[src/design/viper_consts.svh]
`ifndef VIPER_CONSTS_SVH
`define VIPER_CONSTS_SVH

// bus and register widths
`define VIPER_DATA_W 32
`define VIPER_ADDR_W 20

// add and subtract keep only the low bits of the result
`define VIPER_RESULT_W 30

// the program counter wraps at 2^29 before it steps
`define VIPER_PC_STEP 8
`define VIPER_PC_KEEP 29

// instruction word layout, tail is the low address-width bits
`define VIPER_SRC_LSB 29
`define VIPER_SRC_W 2
`define VIPER_MODE_LSB 27
`define VIPER_MODE_W 2
`define VIPER_DEST_LSB 24
`define VIPER_DEST_W 3
`define VIPER_CLASS_BIT 23
`define VIPER_FUNC_LSB 19
`define VIPER_FUNC_W 4

`endif

[src/design/viper_pkg.sv]
`default_nettype none

`include "viper_consts.svh"

package viper_pkg;

	typedef logic [`VIPER_DATA_W-1:0] word_t;
	typedef logic [`VIPER_ADDR_W-1:0] addr_t;
	typedef logic [`VIPER_SRC_W-1:0] reg_sel_t;

	// one state per bus cycle of an instruction
	typedef enum logic [1:0] {
		st_fetch   = 2'd0,
		st_decode  = 2'd1,
		st_access  = 2'd2,
		st_execute = 2'd3
	} seq_state_t;

	typedef enum logic [`VIPER_MODE_W-1:0] {
		mode_imm    = 2'd0,
		mode_direct = 2'd1,
		mode_index1 = 2'd2,
		mode_index2 = 2'd3
	} operand_mode_t;

	// codes for the arithmetic class, compares reuse the same field
	typedef enum logic [`VIPER_FUNC_W-1:0] {
		op_neg    = 4'd0,
		op_push   = 4'd1,
		op_load_a = 4'd2,
		op_load_b = 4'd3,
		op_add_a  = 4'd4,
		op_add_b  = 4'd5,
		op_sub_a  = 4'd6,
		op_sub_b  = 4'd7,
		op_add_c  = 4'd8,
		op_sub_c  = 4'd9,
		op_add_d  = 4'd10,
		op_sub_d  = 4'd11,
		op_shift  = 4'd12,
		op_nop_a  = 4'd13,
		op_nop_b  = 4'd14,
		op_nop_c  = 4'd15
	} func_op_t;

	typedef enum logic [`VIPER_DEST_W-1:0] {
		dest_r0          = 3'd0,
		dest_r1          = 3'd1,
		dest_r2          = 3'd2,
		dest_r3          = 3'd3,
		dest_pc_if_set   = 3'd4,
		dest_pc_if_clear = 3'd5,
		dest_none        = 3'd6,
		dest_store       = 3'd7
	} dest_t;

endpackage

`default_nettype wire

[src/design/bus_sequencer.sv]
`timescale 1ns/100ps
`default_nettype none

`include "viper_consts.svh"

module bus_sequencer
	import viper_pkg::*;
(
	input  wire logic          clock,
	input  wire logic          reset,
	input  wire word_t         datai,
	input  wire word_t         pc,
	input  wire word_t         index1,
	input  wire word_t         index2,
	input  wire word_t         src_value,
	input  wire addr_t         tail,
	input  wire operand_mode_t mode,
	input  wire logic          needs_read,
	input  wire logic          is_store,
	output word_t              instr,
	output word_t              operand,
	output logic               exec,
	output addr_t              addr,
	output logic               rd,
	output logic               wr,
	output word_t              datao
);

	seq_state_t state;
	addr_t      eff_addr;

	// indexed modes wrap inside the 20-bit address space
	always_comb begin
		case (mode)
			mode_index1: eff_addr = tail + index1[`VIPER_ADDR_W-1:0];
			mode_index2: eff_addr = tail + index2[`VIPER_ADDR_W-1:0];
			default: eff_addr = tail;
		endcase
	end

	always_ff @(posedge clock or posedge reset) begin
		if (reset) begin
			state <= st_fetch;
			addr <= '0;
			rd <= 1'b0;
			wr <= 1'b0;
			datao <= '0;
		end else begin
			rd <= 1'b0;
			wr <= 1'b0;
			case (state)
				st_fetch: begin
					addr <= pc[`VIPER_ADDR_W-1:0];
					rd <= 1'b1;
					state <= st_decode;
				end
				st_decode: begin
					state <= st_access;
				end
				st_access: begin
					addr <= eff_addr;
					rd <= needs_read;
					wr <= is_store;
					if (is_store) begin
						datao <= src_value;
					end
					state <= st_execute;
				end
				default: begin
					state <= st_fetch;
				end
			endcase
		end
	end

	// the instruction word arrives while the fetch read is on the bus
	always_ff @(posedge clock) begin
		if (state == st_decode) begin
			instr <= datai;
		end
	end

	// memory is combinational, so the operand is valid during execute
	assign operand = needs_read ? datai : word_t'(tail);
	assign exec = (state == st_execute);

	a_rd_wr_excl: assert property (
		@(posedge clock) disable iff (reset)
		!(rd && wr)
	);

	a_wr_after_access: assert property (
		@(posedge clock) disable iff (reset)
		wr |-> $past(state) == st_access
	);

endmodule

`default_nettype wire

[src/design/exec_unit.sv]
`timescale 1ns/100ps
`default_nettype none

`include "viper_consts.svh"

module exec_unit
	import viper_pkg::*;
(
	input  wire logic     clock,
	input  wire logic     reset,
	input  wire logic     exec,
	input  wire logic     is_compare,
	input  wire func_op_t func,
	input  wire dest_t    dest,
	input  wire word_t    src_value,
	input  wire word_t    operand,
	output logic          wr_en,
	output reg_sel_t      wr_sel,
	output word_t         wr_value,
	output logic          push,
	output logic          flag
);

	logic [2:0] cmp_code;
	logic       cmp_or;
	logic       cmp_valid;
	logic       less;
	logic       greater;
	logic       equal;
	logic       relation;
	logic       writes_reg;
	logic       dest_ok;
	word_t      sum;
	word_t      diff;

	// low three bits pick the relation, bit 3 accumulates into the flag
	assign cmp_code = func[2:0];
	assign cmp_or = func[3];
	assign cmp_valid = (cmp_code < 3'd6);

	assign less = $signed(src_value) < $signed(operand);
	assign greater = $signed(src_value) > $signed(operand);
	assign equal = (src_value == operand);

	always_comb begin
		case (cmp_code)
			3'd0: relation = less;
			3'd1: relation = !less;
			3'd2: relation = equal;
			3'd3: relation = !equal;
			3'd4: relation = !greater;
			default: relation = greater;
		endcase
	end

	always_ff @(posedge clock or posedge reset) begin
		if (reset) begin
			flag <= 1'b0;
		end else if (exec && is_compare && cmp_valid) begin
			flag <= relation || (cmp_or && flag);
		end
	end

	assign sum = src_value + operand;
	assign diff = src_value - operand;

	always_comb begin
		case (func)
			op_neg: wr_value = '0 - operand;
			op_add_a, op_add_b, op_add_c, op_add_d:
				wr_value = word_t'(sum[`VIPER_RESULT_W-1:0]);
			op_sub_a, op_sub_b, op_sub_c, op_sub_d:
				wr_value = word_t'(diff[`VIPER_RESULT_W-1:0]);
			default: wr_value = operand;
		endcase
	end

	// push, shift and the no-op codes leave the write port idle
	assign writes_reg = !is_compare && !(func inside {op_push, op_shift, op_nop_a,
		op_nop_b, op_nop_c});

	always_comb begin
		case (dest)
			dest_r0, dest_r1, dest_r2, dest_r3: dest_ok = 1'b1;
			dest_pc_if_set: dest_ok = flag;
			dest_pc_if_clear: dest_ok = !flag;
			default: dest_ok = 1'b0;
		endcase
	end

	// conditional destinations all target the program counter
	assign wr_sel = dest[2] ? reg_sel_t'(2'd3) : reg_sel_t'(dest[1:0]);
	assign wr_en = writes_reg && dest_ok;
	assign push = !is_compare && (func == op_push) && (dest != dest_store);

endmodule

`default_nettype wire

[src/design/instr_decoder.sv]
`timescale 1ns/100ps
`default_nettype none

`include "viper_consts.svh"

module instr_decoder
	import viper_pkg::*;
(
	input  wire word_t     instr,
	output reg_sel_t       src_sel,
	output operand_mode_t  mode,
	output dest_t          dest,
	output logic           is_compare,
	output func_op_t       func,
	output addr_t          tail,
	output logic           needs_read,
	output logic           is_store
);

	// bit 31 is ignored, negative words decode like their low bits
	assign src_sel = reg_sel_t'(instr[`VIPER_SRC_LSB +: `VIPER_SRC_W]);
	assign mode = operand_mode_t'(instr[`VIPER_MODE_LSB +: `VIPER_MODE_W]);
	assign dest = dest_t'(instr[`VIPER_DEST_LSB +: `VIPER_DEST_W]);
	assign is_compare = instr[`VIPER_CLASS_BIT];
	assign func = func_op_t'(instr[`VIPER_FUNC_LSB +: `VIPER_FUNC_W]);

	// the tail overlaps the low function bit
	assign tail = instr[`VIPER_ADDR_W-1:0];

	// compares have no destination, so they never store
	assign is_store = !is_compare && (dest == dest_store);

	// immediate operands come from the tail, everything else from memory
	assign needs_read = (mode != mode_imm) && !is_store;

endmodule

`default_nettype wire

[src/design/register_file.sv]
`timescale 1ns/100ps
`default_nettype none

`include "viper_consts.svh"

module register_file
	import viper_pkg::*;
(
	input  wire logic     clock,
	input  wire logic     reset,
	input  wire logic     exec,
	input  wire reg_sel_t src_sel,
	output word_t         src_value,
	output word_t         pc,
	output word_t         index1,
	output word_t         index2,
	input  wire logic     wr_en,
	input  wire reg_sel_t wr_sel,
	input  wire word_t    wr_value,
	input  wire logic     push,
	input  wire word_t    push_target
);

	word_t reg0;
	word_t reg1;
	word_t reg2;
	word_t reg3;
	word_t pc_next;

	// register 3 is the program counter
	assign pc_next = word_t'(reg3[`VIPER_PC_KEEP-1:0]) + word_t'(`VIPER_PC_STEP);

	assign pc = reg3;
	assign index1 = reg1;
	assign index2 = reg2;

	// the source sees the counter already advanced for this instruction
	always_comb begin
		case (src_sel)
			2'd0: src_value = reg0;
			2'd1: src_value = reg1;
			2'd2: src_value = reg2;
			default: src_value = pc_next;
		endcase
	end

	always_ff @(posedge clock or posedge reset) begin
		if (reset) begin
			reg0 <= '0;
			reg1 <= '0;
			reg2 <= '0;
			reg3 <= '0;
		end else if (exec) begin
			reg3 <= pc_next;
			if (push) begin
				// call, the return address lands in register 2
				reg2 <= pc_next;
				reg3 <= push_target;
			end else if (wr_en) begin
				case (wr_sel)
					2'd0: reg0 <= wr_value;
					2'd1: reg1 <= wr_value;
					2'd2: reg2 <= wr_value;
					default: reg3 <= wr_value;
				endcase
			end
		end
	end

	a_single_write: assert property (
		@(posedge clock) disable iff (reset)
		exec |-> !(wr_en && push)
	);

endmodule

`default_nettype wire

[src/design/viper_cpu.sv]
`timescale 1ns/100ps
`default_nettype none

module viper_cpu
	import viper_pkg::*;
(
	input  wire logic  clock,
	input  wire logic  reset,
	input  wire word_t datai,
	output addr_t      addr,
	output logic       rd,
	output logic       wr,
	output word_t      datao
);

	word_t         instr;
	word_t         operand;
	logic          exec;
	word_t         pc;
	word_t         index1;
	word_t         index2;
	word_t         src_value;
	reg_sel_t      src_sel;
	operand_mode_t mode;
	dest_t         dest;
	logic          is_compare;
	func_op_t      func;
	addr_t         tail;
	logic          needs_read;
	logic          is_store;
	logic          wr_en;
	reg_sel_t      wr_sel;
	word_t         wr_value;
	logic          push;

	bus_sequencer bus_sequencer_inst (
		.clock(clock), .reset(reset), .datai(datai), .pc(pc),
		.index1(index1), .index2(index2), .src_value(src_value), .tail(tail),
		.mode(mode), .needs_read(needs_read), .is_store(is_store),
		.instr(instr), .operand(operand), .exec(exec),
		.addr(addr), .rd(rd), .wr(wr), .datao(datao)
	);

	instr_decoder instr_decoder_inst (
		.instr(instr), .src_sel(src_sel), .mode(mode), .dest(dest),
		.is_compare(is_compare), .func(func), .tail(tail),
		.needs_read(needs_read), .is_store(is_store)
	);

	register_file register_file_inst (
		.clock(clock), .reset(reset), .exec(exec), .src_sel(src_sel),
		.src_value(src_value), .pc(pc), .index1(index1), .index2(index2),
		.wr_en(wr_en), .wr_sel(wr_sel), .wr_value(wr_value),
		.push(push), .push_target(operand)
	);

	// the flag stays internal, only conditional jumps observe it
	exec_unit exec_unit_inst (
		.clock(clock), .reset(reset), .exec(exec), .is_compare(is_compare),
		.func(func), .dest(dest), .src_value(src_value), .operand(operand),
		.wr_en(wr_en), .wr_sel(wr_sel), .wr_value(wr_value), .push(push),
		.flag()
	);

endmodule

`default_nettype wire

[config.mk]
export PLATFORM = sky130hd
export DESIGN_NAME = viper_cpu
export DESIGN_NICKNAME = d
export VERILOG_FILES = /design/src/design/viper_pkg.sv /design/src/design/bus_sequencer.sv /design/src/design/exec_unit.sv /design/src/design/instr_decoder.sv /design/src/design/register_file.sv /design/src/design/viper_cpu.sv
export VERILOG_INCLUDE_DIRS = /design/src /design/src/design
export SDC_FILE = /design/constraint.sdc
export NUM_CORES = 1
export LEC_CHECK = 0
export BUFFER_PORTS_ARGS = -buffer_cell sky130_fd_sc_hd__buf_2
export CELL_PAD_IN_SITES_DETAIL_PLACEMENT = 1
export CELL_PAD_IN_SITES_GLOBAL_PLACEMENT = 2
export CORE_UTILIZATION = 40
export CTS_CLUSTER_DIAMETER = 120
export CTS_CLUSTER_SIZE = 10
export DETAILED_ROUTE_END_ITERATION = 6
export PLACE_DENSITY_LB_ADDON = 0.1
export SETUP_SLACK_MARGIN = 0.4
export SYNTH_ARGS = -nofsm -noshare
export SYNTH_HDL_FRONTEND = slang
export SYNTH_SLANG_ARGS = --single-unit
[constraint.sdc]
create_clock -name clock -period 7.2 [get_ports clock]
set_clock_uncertainty 0.05 [all_clocks]
set_input_delay 1.44 -clock clock [delete_from_list [all_inputs] [get_ports clock]]
set_output_delay 1.44 -clock clock [all_outputs]
set_load 0.01 [all_outputs]
After elaboration in Yosys (flattened, before gate mapping) --
Cells that the tools add are included.
Storage, ports and cells: register bits after elaboration 213, output and inout port bits 54, logic and storage cells 108
Operators by class: add/sub/neg operators 6, $lt $le $gt $ge 3, eq/ne operators 34, mux-type cells 17, bitwise logic cells 1, reductions and logical operators 36
Operator list (count):
- $pmux 32 s3 | 2
- $mux 32 | 4
- $mux 29 | 3
- $pmux 20 s2 | 2
- $add 20x20->20 | 2
- $eq 32x32->1 | 1
- $eq 4x4->1 const B | 8
- $gt 32x32->1 | 1
- $lt 32x32->1 | 1
- $sub 1x32->32 const A | 1
- $add 29x4->30 const B | 1
- $add 30x30->30 | 1
- $sub 30x30->30 | 1
- $eq 4x3->1 const B | 4
- $eq 2x2->1 const B | 6
- $eq 3x2->1 const B | 4
- $eq 3x3->1 const B | 4
- $reduce_or 4->1 | 3
- $logic_and 1x1->1 | 9
- $reduce_and 4->1 | 2
- $reduce_bool 2->1 | 4
- $logic_not 1->1 | 7
- $eq 2x1->1 const B | 3
- $eq 3x1->1 const B | 2
- 18 further kinds | 21

Logic depth before layout (Yosys ltp) --
depth in word-level cells 10, depth in mapped cells 22, depth with buffers taken out 19

Modules after synthesis --
A second synthesis with hierarchy kept.
Second synthesis, totals: cell total of the unflattened synthesis 1766, area, all modules 16417.0 µm²
Modules (own cells, without submodules):
- register_file | instances 1, cells an instance 703, area each 7206.9 µm², sequential area each 3203.1 µm²
- bus_sequencer | instances 1, cells an instance 446, area each 5072.4 µm², sequential area each 2362.3 µm²
- exec_unit | instances 1, cells an instance 582, area each 3880.0 µm², sequential area each 25.0 µm²
- instr_decoder | instances 1, cells an instance 35, area each 257.7 µm², sequential area each 0.0 µm²

Least setup slack after synthesis --
No wires, ideal clock.
path type in2reg, start point input port datai[4], end point register register_file_inst.reg2[26], in the netlist register_file_inst.index2[26], library setup time 143 ps, data arrival time 4591 ps, required time 7007 ps, path slack 2416 ps, cell stages on the path 17, cell sequence nor3_1 nand4_1 mux2i_2 nand4_1 nand2_1 xnor2_1 ha_1 and3_1 clkbuf_1 and2_1 a221oi_1 o21ai_2 a32oi_2 mux2i_1 nor4_1 a21oi_1 o221ai_1
On the way: longest elaborated chain between the ends 6, elaborated cells on any way between the ends 8
Ends and longest elaborated chain:
- start, declared | RTL line viper_cpu.sv:9 | input wire word_t datai,
- $mux 32 (*) | RTL line bus_sequencer.sv:84 | assign operand = needs_read ? datai : word_t'(tail);
- $sub 1x32->32, or another cell as far along | RTL line exec_unit.sv:69 | op_neg: wr_value = '0 - operand;
- $pmux 32 s3 (*) | RTL line exec_unit.sv:68 | case (func)
- $mux 32 (*) | RTL line register_file.sv:60 | case (wr_sel)
- $mux 32 (*) | RTL line register_file.sv:59 | end else if (wr_en) begin
- $mux 32 (*) | RTL line register_file.sv:55 | if (push) begin
- end signal, assigned | RTL line register_file.sv:57 | reg2 <= pc_next;
- end signal, assigned | RTL line register_file.sv:63 | 2'd2: reg2 <= wr_value;
- end, declared | RTL line register_file.sv:26 | word_t reg2;
Mark *: on every way between the ends. The rest lies on a longest branch, timed or not. The select of a mux whose other input is x is not followed. A chain may end at the register's enable or synchronous reset.

Final worst setup path --
start point register bus_sequencer_inst.instr[28], end point register register_file_inst.reg3[27], in the netlist register_file_inst.pc[27]
On the way: longest elaborated chain between the ends 8, elaborated cells on any way between the ends 10
Ends and longest elaborated chain:
- start, declared | RTL line bus_sequencer.sv:20 | output word_t instr,
- start signal, assigned | RTL line bus_sequencer.sv:79 | instr <= datai;
- $reduce_bool 2->1 (*) | RTL line instr_decoder.sv:34 | assign needs_read = (mode != mode_imm) && !is_store;
- $logic_and 1x1->1 (*) | RTL line instr_decoder.sv:34
- $mux 32 (*) | RTL line bus_sequencer.sv:84
- $sub 1x32->32, or another cell as far along | RTL line exec_unit.sv:69
- $pmux 32 s3 | RTL line exec_unit.sv:68
- $mux 29 | RTL line register_file.sv:60
- $mux 29 | RTL line register_file.sv:59
- $mux 29 (*) | RTL line register_file.sv:55
- end signal, assigned | RTL line register_file.sv:54 | reg3 <= pc_next;
- end signal, assigned | RTL line register_file.sv:58 | reg3 <= push_target;
- end signal, assigned | RTL line register_file.sv:64 | default: reg3 <= wr_value;
- end, declared | RTL line register_file.sv:27 | word_t reg3;
Mark *: on every way between the ends. The rest lies on a longest branch, timed or not.

==> flow_summary.yaml <==
timing:
  setup_ws_ns: 1.26
  rsz0062_at_grt: "false"
  fin_crit_ns: 5.94
  slew_violations: 0
  max_freq_ghz: 0.168
  setup_viol: 0
  fin_crit_sh: 0.825
  tightest_slew_ns: 1.15
  slew_headroom: 0.232
  fin_setup_tns_ns: 0
  hold_viol_final: 0
floorplan:
  die_w_um: 200
  initial_core_util: 0.406
  die_h_um: 200
  ioPinCount: 88
  dieArea_um2: 39900
  coreArea_um2: 38600
  num_rows: 72
run:
  cap_viol_max_count: 0
global_routing:
  grt_overflow: 0
  grt_start_max_net_pins: 134
  grt_pass1_wl_um: 89300
  antenna_found_initial: 0
  grt_pass1_vias: 14100
  track_usage: 0.303
clock_tree:
  cts_tree: "done"
  clock_latency_ns: 0.55
  cts.sinks: 213
  cts_setup_buffers: 0
  cts_hold_buf: 0
  numCtsBuffers: 25
  htree_num_levels: 1
  clock-root-buffer: "clkbuf_16"
  path_clk_slew_ns: 0.06
  ctsResizeCount: 0
  cts_buffer_depth: 3
layout:
  area_growth_pct: 10.1
  utilization: 0.447
  seq_area_um2: 5490
  design_area_um2: 17200
  final_cell_mix: "188 x nand2_1, 182 x dfrtp_1, 149 x o21ai_0"
  multi_input_area_um2: 9650
  antenna_cells: 0
  fillers: 4468
  drive_above_1_share: 0.164
  final_nets: 1863
  mostFrequentLayoutCell: "nand2_1"
synthesis:
  synthCells: 1695
  synth_seq_cells: 213
  ys.warnings.count: 0
  ys_seq_area_frac: 0.351
  synth_edf_count: 31
  synth_cell_types: 90
  syn_area_um2: 15600
  ys_async_sr_fraction: 0.854
  synthFlopType: "dfrtp_1"
  synth.net_count: 1818
  syn_avg_cell_area_um2: 9.22
critical_path:
  crit_type: "register to register"
  crit_start: "bus_sequencer_inst.instr[28]$_DFFE_PP_"
  max_stage_delay_ns: 0.60
  endpoint_kind: "register"
  cp.arrival_ns: 6.34
  reg2reg_from: "bus_sequencer_inst.instr[28]$_DFFE_PP_"
  cp.required_ns: 7.60
  crit_chain: "buf_4 -> or2_1 -> nand2_4 -> mux2i_1 -> ha_1 -> o221ai_1 -> or3b_1 -> xor2_1 -> nand2_1 -> nand2_1 -> ha_1 -> a21oi_1 -> o21bai_1 -> a221oi_1 -> o211ai_1 -> o21ai_0 -> mux2i_1 -> o31ai_1 -> a31oi_1"
  slowest_stage: "a221oi_1"
  reg2reg_slack_ns: 1.26
  critPathLaunchType: "register"
  r2r_end: "register_file_inst.pc[27]$_DFFE_PP0N_"
  crit_end: "register_file_inst.pc[27]$_DFFE_PP0N_"
  path_max_fanout: 24
  ff2ff_path_depth: 19
place:
  dpl-instance-area_um2: 16600
  numPortBuffers: 87
  pre_cts_ws_ns: 1.08
  dp_hpwl_um: 44400
  gp_congestion: 0.920
detailed_routing:
  routed_wl_um: 59100
  num_vias: 13700
  drc: 0
  drt-pass1-iter-count: 5
  ant_nets: 0
  routedWlPerCell_um: 26.1
  vias_per_cell: 6.03
  drtIter0Drc: 788
power:
  finalPower_mw: 2.92
  p_leak_nw: 7.26
  power_density_nw_per_um2: 169
  peakVddDrop_mv: 0.140
run_status:
  status: "complete, no violations"
worst_hold_path:
  hp-start: "register_file_inst.index2[22]$_DFFE_PP0P_"
  hp-class: "register to register"
## area by class of cell
| class | instances | area share |
|---|---|---|
| clock buffers | 33 | 0.0381 |
| clock inverters | 1 | 0.000509 |
| inverters | 38 | 0.00872 |
| multi-input cells | 1350 | 0.560 |
| flip-flops and latches | 213 | 0.319 |
| well taps | 518 | 0.0376 |
| repair buffers | 112 | 0.0362 |
## flip-flops by register name (all words and copies together), names as in the netlist, 2 cells and up
register / flops
bus_sequencer_inst.datao: 32
register_file_inst.index1: 32
register_file_inst.index2: 32
register_file_inst.reg0: 32
bus_sequencer_inst.instr: 31
register_file_inst.pc: 29
bus_sequencer_inst.addr: 20
bus_sequencer_inst.state: 2
## per-layer routing
| layer | track usage | vias to the layer above | wire [um] |
|---|---|---|---|
| met4 | 0.157 | 0 | 3550 |
| met2 | 0.534 | 307 | 29200 |
| li1 | - | 6312 | - |
| met3 | 0.0284 | 127 | 1870 |
| met5 | 0 | - | 0 |
| met1 | 0.368 | 6916 | 24500 |
## worst min-delay path by stage
stage | endpoint | depth (start not counted)
after floorplan | register_file_inst.reg0[5]$_DFFE_PP0P_ | 2
after global placement | register_file_inst.index2[24]$_DFFE_PP0P_ | 1
after detailed placement | register_file_inst.reg0[11]$_DFFE_PP0P_ | 2
after CTS | register_file_inst.reg0[11]$_DFFE_PP0P_ | 2
after global routing | register_file_inst.reg0[27]$_DFFE_PP0P_ | 2
final | register_file_inst.index2[22]$_DFFE_PP0P_ | 1
## cells by family (layout without fill, tap and decap cells)
family,count (synthesis),count (layout),share of synthesized area
and+or+nand+nor,517,517,0.160
AOI/OAI and AO/OA,499,499,0.202
DFF,213,213,0.351
muxes,134,134,0.118
buffers and inverters,132,184,0.0346
xor gates and xnor gates,111,111,0.0631
adders and majority gates,89,89,0.0722
## report_power, final
group	total (mW)	switching, mW	internal, mW
clock network	1.15	0.528	0.626
logic	0.435	0.260	0.176
registers	1.33	0.0485	1.28
## synthesized netlist by cell type, drive strengths merged, types with 27 or more instances
cell type    n  area share
nand2      191       0.046
dfrtp      182        0.29
o21ai      160       0.052
nor2       131       0.032
a21oi      128       0.042
ha          87       0.070
xnor2       71       0.040
clkbuf      68       0.016
mux2        60       0.043
mux2i       45       0.033
nand3       41       0.013
xor2        39       0.022
a21o        38       0.018
inv         37      0.0089
edfxtp      31       0.060
mux4        29       0.042
a211oi      27       0.013
## per-stage QoR
| step | instances | hold slack [ns] |
|---|---|---|
| finish | 2265 | 0.425 |
| global route | 2265 | 0.451 |
| CTS | 2265 | 0.428 |
| detailed placement | 2231 | 0.413 |
| global placement | 2231 | 0.404 |
| floorplan | 1695 | 0.391 |
## worst max-delay path, delay by kind of cell (launching register included)
| family | cells | cell delay [ns] |
|---|---|---|
| xor gates and xnor gates | 1 | 0.17 |
| and+or+nand+nor | 5 | 1.20 |
| muxes | 2 | 0.78 |
| AOI/OAI and AO/OA | 8 | 2.16 |
| DFF | 1 | 0.35 |
| adders and majority gates | 2 | 0.87 |
| buffers and inverters | 1 | 0.25 |
Power figures use the tool's default switching activity.
